$ cat src/logic/fetch_pkg.sv
`default_nettype none

package fetch_pkg;

    // address and data widths
    typedef logic [31:0]  addr_t;
    typedef logic [31:0]  inst_t;
    typedef logic [63:0]  order_t;
    typedef logic [63:0]  beat_t;
    typedef logic [255:0] line_t;

    // index within a line
    typedef logic [1:0] beat_idx_t;
    typedef logic [2:0] word_idx_t;

    localparam int    BEATS_PER_LINE   = 4;
    localparam int    LINE_OFFSET_BITS = 5;
    localparam addr_t RESET_PC         = 32'h0000_1000;
    localparam int    QUEUE_DEPTH      = 16;

    typedef enum logic [1:0] {
        FILL_IDLE,
        FILL_ISSUE,
        FILL_COLLECT,
        FILL_DONE
    } fill_state_t;

    typedef enum logic {
        FETCH_RUN,
        FETCH_WAIT
    } fetch_state_t;

endpackage

`default_nettype wire
$ cat src/logic/line_fill_if.sv
`timescale 1ns/1ps
`default_nettype none

interface line_fill_if;

    // req is held until done, line_addr stays put meanwhile
    logic              req;
    fetch_pkg::addr_t  line_addr;
    logic              done;
    fetch_pkg::line_t  line;

    modport requester (
        output req,
        output line_addr,
        input  done,
        input  line
    );

    modport filler (
        input  req,
        input  line_addr,
        output done,
        output line
    );

endinterface

`default_nettype wire

$ cat src/logic/fetch_front_end.sv
`timescale 1ns/1ps
`default_nettype none

module fetch_front_end (
    input  wire logic               clk,
    input  wire logic               rst,

    output      fetch_pkg::addr_t   bmem_addr_o,
    output      logic               bmem_read_o,
    input  wire logic               bmem_ready_i,
    input  wire fetch_pkg::addr_t   bmem_raddr_i,
    input  wire fetch_pkg::beat_t   bmem_rdata_i,
    input  wire logic               bmem_rvalid_i,

    input  wire logic               redirect_i,
    input  wire fetch_pkg::addr_t   redirect_pc_i,
    input  wire fetch_pkg::order_t  redirect_order_i,

    input  wire logic               deq_i,
    output      logic               empty_o,
    output      fetch_pkg::inst_t   inst_o,
    output      fetch_pkg::addr_t   inst_pc_o,
    output      fetch_pkg::order_t  inst_order_o
);

    line_fill_if fill_bus ();

    // sequencer to queue
    logic               enq;
    fetch_pkg::inst_t   enq_inst;
    fetch_pkg::addr_t   enq_pc;
    fetch_pkg::order_t  enq_order;
    logic               full;

    line_fill line_fill_inst (
        .clk           (clk),
        .rst           (rst),
        .fill          (fill_bus.filler),
        .bmem_addr_o   (bmem_addr_o),
        .bmem_read_o   (bmem_read_o),
        .bmem_ready_i  (bmem_ready_i),
        .bmem_raddr_i  (bmem_raddr_i),
        .bmem_rdata_i  (bmem_rdata_i),
        .bmem_rvalid_i (bmem_rvalid_i)
    );

    fetch_sequencer fetch_sequencer_inst (
        .clk              (clk),
        .rst              (rst),
        .fill             (fill_bus.requester),
        .redirect_i       (redirect_i),
        .redirect_pc_i    (redirect_pc_i),
        .redirect_order_i (redirect_order_i),
        .full_i           (full),
        .enq_o            (enq),
        .enq_inst_o       (enq_inst),
        .enq_pc_o         (enq_pc),
        .enq_order_o      (enq_order)
    );

    // redirect empties the queue
    inst_queue inst_queue_inst (
        .clk          (clk),
        .rst          (rst),
        .flush_i      (redirect_i),
        .enq_i        (enq),
        .enq_inst_i   (enq_inst),
        .enq_pc_i     (enq_pc),
        .enq_order_i  (enq_order),
        .deq_i        (deq_i),
        .full_o       (full),
        .empty_o      (empty_o),
        .head_inst_o  (inst_o),
        .head_pc_o    (inst_pc_o),
        .head_order_o (inst_order_o)
    );

endmodule

`default_nettype wire

$ cat src/logic/inst_queue.sv
`timescale 1ns/1ps
`default_nettype none

module inst_queue (
    input  wire logic               clk,
    input  wire logic               rst,
    input  wire logic               flush_i,

    input  wire logic               enq_i,
    input  wire fetch_pkg::inst_t   enq_inst_i,
    input  wire fetch_pkg::addr_t   enq_pc_i,
    input  wire fetch_pkg::order_t  enq_order_i,

    input  wire logic               deq_i,
    output      logic               full_o,
    output      logic               empty_o,
    output      fetch_pkg::inst_t   head_inst_o,
    output      fetch_pkg::addr_t   head_pc_o,
    output      fetch_pkg::order_t  head_order_o
);

    fetch_pkg::inst_t  inst_mem  [fetch_pkg::QUEUE_DEPTH];
    fetch_pkg::addr_t  pc_mem    [fetch_pkg::QUEUE_DEPTH];
    fetch_pkg::order_t order_mem [fetch_pkg::QUEUE_DEPTH];

    logic [$clog2(fetch_pkg::QUEUE_DEPTH)-1:0]   wr_ptr;
    logic [$clog2(fetch_pkg::QUEUE_DEPTH)-1:0]   rd_ptr;
    logic [$clog2(fetch_pkg::QUEUE_DEPTH+1)-1:0] count;
    logic                                        do_enq;
    logic                                        do_deq;

    assign full_o  = (count == fetch_pkg::QUEUE_DEPTH);
    assign empty_o = (count == '0);
    assign do_enq  = enq_i && !full_o;
    assign do_deq  = deq_i && !empty_o;

    // head shown straight from storage
    assign head_inst_o  = inst_mem[rd_ptr];
    assign head_pc_o    = pc_mem[rd_ptr];
    assign head_order_o = order_mem[rd_ptr];

    always_ff @(posedge clk) begin
        if (rst || flush_i) begin
            wr_ptr <= '0;
            rd_ptr <= '0;
            count  <= '0;
        end else begin
            if (do_enq) begin
                wr_ptr <= wr_ptr + 1'b1;
            end
            if (do_deq) begin
                rd_ptr <= rd_ptr + 1'b1;
            end
            if (do_enq && !do_deq) begin
                count <= count + 1'b1;
            end else if (do_deq && !do_enq) begin
                count <= count - 1'b1;
            end
        end
    end

    always_ff @(posedge clk) begin
        if (do_enq) begin
            inst_mem[wr_ptr]  <= enq_inst_i;
            pc_mem[wr_ptr]    <= enq_pc_i;
            order_mem[wr_ptr] <= enq_order_i;
        end
    end

    assert property (@(posedge clk) disable iff (rst)
        deq_i |-> !empty_o);

    assert property (@(posedge clk) disable iff (rst)
        enq_i |-> !full_o);

endmodule

`default_nettype wire

$ cat src/logic/fetch_sequencer.sv
`timescale 1ns/1ps
`default_nettype none

module fetch_sequencer (
    input  wire logic               clk,
    input  wire logic               rst,

    line_fill_if.requester          fill,

    input  wire logic               redirect_i,
    input  wire fetch_pkg::addr_t   redirect_pc_i,
    input  wire fetch_pkg::order_t  redirect_order_i,

    input  wire logic               full_i,
    output      logic               enq_o,
    output      fetch_pkg::inst_t   enq_inst_o,
    output      fetch_pkg::addr_t   enq_pc_o,
    output      fetch_pkg::order_t  enq_order_o
);

    fetch_pkg::fetch_state_t state;
    fetch_pkg::addr_t        pc;
    fetch_pkg::order_t       order;

    // single line buffer
    fetch_pkg::line_t        buf_line;
    fetch_pkg::addr_t        buf_addr;
    logic                    buf_valid;

    fetch_pkg::addr_t        fill_addr;
    fetch_pkg::addr_t        line_base;
    fetch_pkg::word_idx_t    word_sel;
    logic                    hit;
    logic                    start_fill;

    assign line_base = {pc[31:fetch_pkg::LINE_OFFSET_BITS],
                        {fetch_pkg::LINE_OFFSET_BITS{1'b0}}};
    assign word_sel  = pc[fetch_pkg::LINE_OFFSET_BITS-1:2];

    assign hit = buf_valid &&
                 (buf_addr[31:fetch_pkg::LINE_OFFSET_BITS] ==
                  pc[31:fetch_pkg::LINE_OFFSET_BITS]);

    // redirect beats a hit in the same cycle
    assign enq_o      = (state == fetch_pkg::FETCH_RUN) && hit && !full_i && !redirect_i;
    assign start_fill = (state == fetch_pkg::FETCH_RUN) && !hit && !full_i && !redirect_i;

    assign enq_inst_o  = buf_line[32'(word_sel) * 32 +: 32];
    assign enq_pc_o    = pc;
    assign enq_order_o = order;

    assign fill.req       = (state == fetch_pkg::FETCH_WAIT);
    assign fill.line_addr = fill_addr;

    always_ff @(posedge clk) begin
        if (rst) begin
            state     <= fetch_pkg::FETCH_RUN;
            pc        <= fetch_pkg::RESET_PC;
            order     <= '0;
            buf_valid <= 1'b0;
        end else begin
            if (redirect_i) begin
                pc    <= redirect_pc_i;
                order <= redirect_order_i;
            end else if (enq_o) begin
                pc    <= pc + 32'd4;
                order <= order + 64'd1;
            end

            case (state)
                fetch_pkg::FETCH_RUN: begin
                    if (start_fill) begin
                        state <= fetch_pkg::FETCH_WAIT;
                    end
                end
                fetch_pkg::FETCH_WAIT: begin
                    // a redirect here leaves the fill running
                    if (fill.done) begin
                        state     <= fetch_pkg::FETCH_RUN;
                        buf_valid <= 1'b1;
                    end
                end
                default: begin
                    state <= fetch_pkg::FETCH_RUN;
                end
            endcase
        end
    end

    always_ff @(posedge clk) begin
        if (start_fill) begin
            fill_addr <= line_base;
        end
        if (fill.done) begin
            buf_line <= fill.line;
            buf_addr <= fill_addr;
        end
    end

    assert property (@(posedge clk) disable iff (rst)
        enq_o |-> !full_i);

    // done only ever answers an outstanding request
    assert property (@(posedge clk) disable iff (rst)
        fill.done |-> state == fetch_pkg::FETCH_WAIT);

endmodule

`default_nettype wire

$ cat src/logic/line_fill.sv
`timescale 1ns/1ps
`default_nettype none

module line_fill (
    input  wire logic              clk,
    input  wire logic              rst,

    line_fill_if.filler            fill,

    output      fetch_pkg::addr_t  bmem_addr_o,
    output      logic              bmem_read_o,
    input  wire logic              bmem_ready_i,
    input  wire fetch_pkg::addr_t  bmem_raddr_i,
    input  wire fetch_pkg::beat_t  bmem_rdata_i,
    input  wire logic              bmem_rvalid_i
);

    fetch_pkg::fill_state_t state;
    fetch_pkg::beat_idx_t   beat_cnt;
    fetch_pkg::line_t       line_q;
    logic                   last_beat;

    assign last_beat = bmem_rvalid_i &&
                       (beat_cnt == fetch_pkg::beat_idx_t'(fetch_pkg::BEATS_PER_LINE - 1));

    // one read pulse, held back while memory is busy
    assign bmem_read_o = (state == fetch_pkg::FILL_ISSUE) && bmem_ready_i;
    assign bmem_addr_o = fill.line_addr;

    assign fill.done = (state == fetch_pkg::FILL_DONE);
    assign fill.line = line_q;

    always_ff @(posedge clk) begin
        if (rst) begin
            state    <= fetch_pkg::FILL_IDLE;
            beat_cnt <= '0;
        end else begin
            case (state)
                fetch_pkg::FILL_IDLE: begin
                    beat_cnt <= '0;
                    if (fill.req && bmem_ready_i) begin
                        state <= fetch_pkg::FILL_ISSUE;
                    end
                end
                fetch_pkg::FILL_ISSUE: begin
                    if (bmem_ready_i) begin
                        state <= fetch_pkg::FILL_COLLECT;
                    end
                end
                fetch_pkg::FILL_COLLECT: begin
                    if (bmem_rvalid_i) begin
                        beat_cnt <= beat_cnt + 1'b1;
                    end
                    if (last_beat) begin
                        state <= fetch_pkg::FILL_DONE;
                    end
                end
                fetch_pkg::FILL_DONE: begin
                    state <= fetch_pkg::FILL_IDLE;
                end
                default: begin
                    state <= fetch_pkg::FILL_IDLE;
                end
            endcase
        end
    end

    // beat 0 lands in the low 64 bits
    always_ff @(posedge clk) begin
        if (state == fetch_pkg::FILL_COLLECT && bmem_rvalid_i) begin
            line_q[32'(beat_cnt) * 64 +: 64] <= bmem_rdata_i;
        end
    end

    // every beat belongs to the line the sequencer asked for
    assert property (@(posedge clk) disable iff (rst)
        bmem_rvalid_i |-> bmem_raddr_i == fill.line_addr);

    // no stray beats once the fill is over
    assert property (@(posedge clk) disable iff (rst)
        bmem_rvalid_i |-> state != fetch_pkg::FILL_IDLE);

endmodule

`default_nettype wire

$ cat config.mk
export PLATFORM = sky130hd
export DESIGN_NAME = fetch_front_end
export DESIGN_NICKNAME = d
export VERILOG_FILES = /design/src/logic/fetch_pkg.sv /design/src/logic/line_fill_if.sv /design/src/logic/fetch_front_end.sv /design/src/logic/inst_queue.sv /design/src/logic/fetch_sequencer.sv /design/src/logic/line_fill.sv
export SDC_FILE = /design/constraint.sdc
export NUM_CORES = 2
export LEC_CHECK = 0
export BUFFER_PORTS_ARGS = -buffer_cell sky130_fd_sc_hd__buf_4
export CORE_ASPECT_RATIO = 1.2
export CORE_MARGIN = 2
export CORE_UTILIZATION = 50
export DETAILED_ROUTE_END_ITERATION = 10
export GPL_TIMING_DRIVEN = 0
export PLACE_DENSITY = 0.78
export SKIP_LAST_GASP = 1
export SYNTH_ARGS = -nofsm -noshare
export SYNTH_HDL_FRONTEND = slang
export SYNTH_SLANG_ARGS = --single-unit
$ cat constraint.sdc
create_clock -name clk -period 23.1 [get_ports clk]
set_input_delay 4.62 -clock clk [delete_from_list [all_inputs] [get_ports clk]]
set_output_delay 4.62 -clock clk [all_outputs]
set_load 0.03 [all_outputs]
==> metrics.txt <==
run status=finished with violations; failing checks=capacitance limit; gr usage total=27.0%; Top Ports=360; clk sink count=2733; TritonCTS Buffers=279; Post-Place Worst Slack=13.41 ns; # setup viols final=0; Max Slew Vio Count=0; post-cts sizing count=0; PortBufs=321; fin nets=5692; max_cap viols=1; yosys warns=0; Top FF cell, synth=edfxtp_1; P_int=8.03 mW; initial antenna violation count=15; clock skew=0.0863 ns; Post-synth EDFFs=2614; Worst EP required=18.48 ns; crit path launch type=register; synthesized area per cell=21.8 um2; #FFs+latches synth=2733; DIE AREA=213000 um2; worst reg-to-reg path cell count=9; routed wire length=290000 um; Post-DP HPWL=168000 um; critical path fanouts, max=10; Clk network pwr share=42.1%; Initial Utilization=50.4%; most frequent cells in the layout=edfxtp_1 (2614), mux4_2 (681), buf_4 (327), clkbuf_16 (287), and2_1 (267); CTS H-tree depth=5; Seq/Total Area, Yosys=77.3%; Cells on Worst Hold Path=0; critical path type=reg -> out; leakage=37.7 nW; Clock Latency Late Sink=0.94 ns; Tmin final=10.12 ns; Worst-path clk slew=0.06 ns; Reg2Reg Setup Slack=16.92 ns; area of the multi-input gates=22700 um2; mean routed wirelength per cell=34.3 um; Comb power frac=2.7%; ys async rst share=0%; Gate Count Post-Synth=4802; Syn-to-layout area delta=15.4%; Via density=6.49; Mapped Area=105000 um2; Fin Setup TNS=0 ns; die extent in y=505 um; synth unique cells=69; fin crit share=43.8%; Worst Setup Slack, final=12.98 ns; critical path capture point type=output pin; TritonCTS clock tree=done; leading area contributor after synthesis=edfxtp_1; RR Endpoint=inst_queue_inst.pc_mem[3][0]; Power Density=83.9 nW/um2; Post-DRT Antenna Nets=0; Yosys top cell area share=75.0%; worst-margin pin slew=1.50 ns; P_sw=2.10 mW; Max Buffers Root-to-Sink=4; number of remaining DRC errors=0; die width=422 um; sequential share of power=55.2%; initial detailed-routing violation count=8280; FF/Latch Area=80900 um2; Pre-Repair DR Iteration Count=9; Max Clock Freq=98.8 MHz; switching share of power=20.7%; Slew HR=0.283%; Hold Path End=fetch_sequencer_inst.buf_line[250]; Worst EP arrival=5.50 ns; largest net degree at the start of global routing=77; RSZ-0062 raised after global routing=no; cts hold-fix bufs=0; postcts setup bufs=0; gpl congestion=0.920; CTS Root Cell=clkbuf_16; first-pass GRT wire length=406000 um; reg-to-reg startpoint=fetch_sequencer_inst.enq_pc_o[6]; Hold Path Class=reg -> reg; filler cell count=14100; share of cells above drive strength 1=26.8%; worst vdd ir=0.0000737 V; vias in the first global route=55500; min-delay src=line_fill_inst.fill.line[250]; FP Rows=183; Synth area leaders=edfxtp_1 (75%), mux4_2 (15%), dfxtp_1 (2.3%); commonest non-fill, non-tap cell in the layout=edfxtp_1; routed vias=54900; core area=208000 um2; Final Hold Viols=0; GR Overflow Total=0
==> critical path: stages, from the launching register on <==
cell and delay [ns]:
dfxtp_1 0.35, clkbuf_1 0.25, clkbuf_1 0.70, clkbuf_1 0.74, clkbuf_1 0.65, buf_2 0.57
mux2i_1 0.19, a21oi_1 0.82, buf_4 0.30
==> layout make-up <==
cell class                 count  share of cell area (%)
inverter                      45                   0.140
sequential                  2733                    67.0
antenna                       11                  0.0228
multi-input combinational   1761                    18.8
timing repair buffer         386                    3.33
clock inverter               119                   0.754
clock buffer                 355                    6.23
buffer                       267                   0.885
tap                         2775                    2.88
==> power groups by stage <==
stage / logic, mW / registers (mW) / clock network (mW)
floorplan: 0.127 / 5.67 / 0
global placement: 0.246 / 5.70 / 0
detailed placement: 0.261 / 5.70 / 0
CTS: 0.264 / 5.59 / 4.29
global route: 0.283 / 5.60 / 4.46
finish: 0.271 / 5.60 / 4.27
==> Yosys cell counts (10+ instances only) <==
| library cell | n |
|---|---|
| a211oi_1 | 63 |
| buf_1 | 66 |
| ha_1 | 20 |
| and2_1 | 275 |
| nand2_1 | 65 |
| edfxtp_1 | 2614 |
| and3_1 | 20 |
| nor2_1 | 89 |
| a21oi_1 | 36 |
| or4_1 | 22 |
| xnor2_1 | 38 |
| or3_1 | 11 |
| nand3_1 | 58 |
| mux2_2 | 32 |
| nand4_1 | 46 |
| nor4_1 | 20 |
| buf_2 | 19 |
| o211ai_1 | 19 |
| nor3_1 | 26 |
| and4_1 | 30 |
| xor2_1 | 20 |
| dfxtp_1 | 119 |
| mux2i_1 | 30 |
| clkbuf_1 | 174 |
| inv_1 | 45 |
| a311oi_1 | 10 |
| a2111oi_0 | 21 |
| o21ai_0 | 13 |
| nor2b_1 | 26 |
| mux4_2 | 681 |
==> per-layer routing <==
layer | share of wire [%] | routed length (um) | global-route usage, % | vias up
met4 | 6.3 | 18100 | 15.2 | 12
met5 | 0.029 | 84 | 0 | -
met2 | 48 | 140000 | 43.4 | 4360
met3 | 13 | 37600 | 7.83 | 869
met1 | 32 | 93500 | 33.0 | 28200
li1 | - | - | - | 21400
==> flip-flops by register name, summed over array words and instances, names as in the netlist, named ones only <==
name	cells
line_fill_inst.state	2
fetch_sequencer_inst.fill.line_addr	27
inst_queue_inst.inst_mem	512
line_fill_inst.fill.line	256
fetch_sequencer_inst.fill.req	1
inst_queue_inst.order_mem	1024
fetch_sequencer_inst.enq_order_o	64
fetch_sequencer_inst.buf_addr	27
line_fill_inst.beat_cnt	2
inst_queue_inst.pc_mem	512
inst_queue_inst.count	5
inst_queue_inst.wr_ptr	4
fetch_sequencer_inst.buf_valid	1
inst_queue_inst.rd_ptr	4
fetch_sequencer_inst.buf_line	256
fetch_sequencer_inst.enq_pc_o	32
==> how the worst max path moves through the flow <==
stage                 start                             to  slack, ns  cells past startpoint
3_5_place_dp   bmem_ready_i                    bmem_read_o      13.41                      3
3_3_place_gp     redirect_i  inst_queue_inst.pc_mem[0][23]       9.70                      5
2_1_floorplan  bmem_ready_i                    bmem_read_o      13.58                      1
6_report           register               inst_order_o[33]      12.98                      8
4_1_cts            register               inst_order_o[34]      13.02                      8
5_1_grt            register               inst_order_o[34]      13.00                      8
==> cell families (layout without fill, tap and decap cells) <==
| logic type | after synthesis | count (layout) | share of synthesized area (%) |
|---|---|---|---|
| AO/OA/AOI/OAI | 223 | 223 | 1.59 |
| XOR/XNOR | 58 | 58 | 0.485 |
| adder cells (fa/ha/maj) | 21 | 21 | 0.258 |
| buffers and inverters | 312 | 1172 | 1.17 |
| flip-flops | 2733 | 2733 | 77.3 |
| multiplexers | 743 | 743 | 15.3 |
| other | 1 | 16 | 0.00358 |
| AND/OR/NAND/NOR | 711 | 711 | 3.92 |
==> per-stage QoR <==
stage               power (mW)  utilization, %  hold slack [ns]  std cells  cell area (um2)
global placement          5.94            53.2            0.401       7902           111000
global route              10.3            58.1            0.413       8442           121000
finish                    10.1            58.1            0.401       8452           121000
floorplan                 5.79               -            0.400       4806           105000
CTS                       10.1            58.1            0.393       8441           121000
detailed placement        5.96            54.1            0.405       7967           112000
Power figures use the tool's default switching activity.
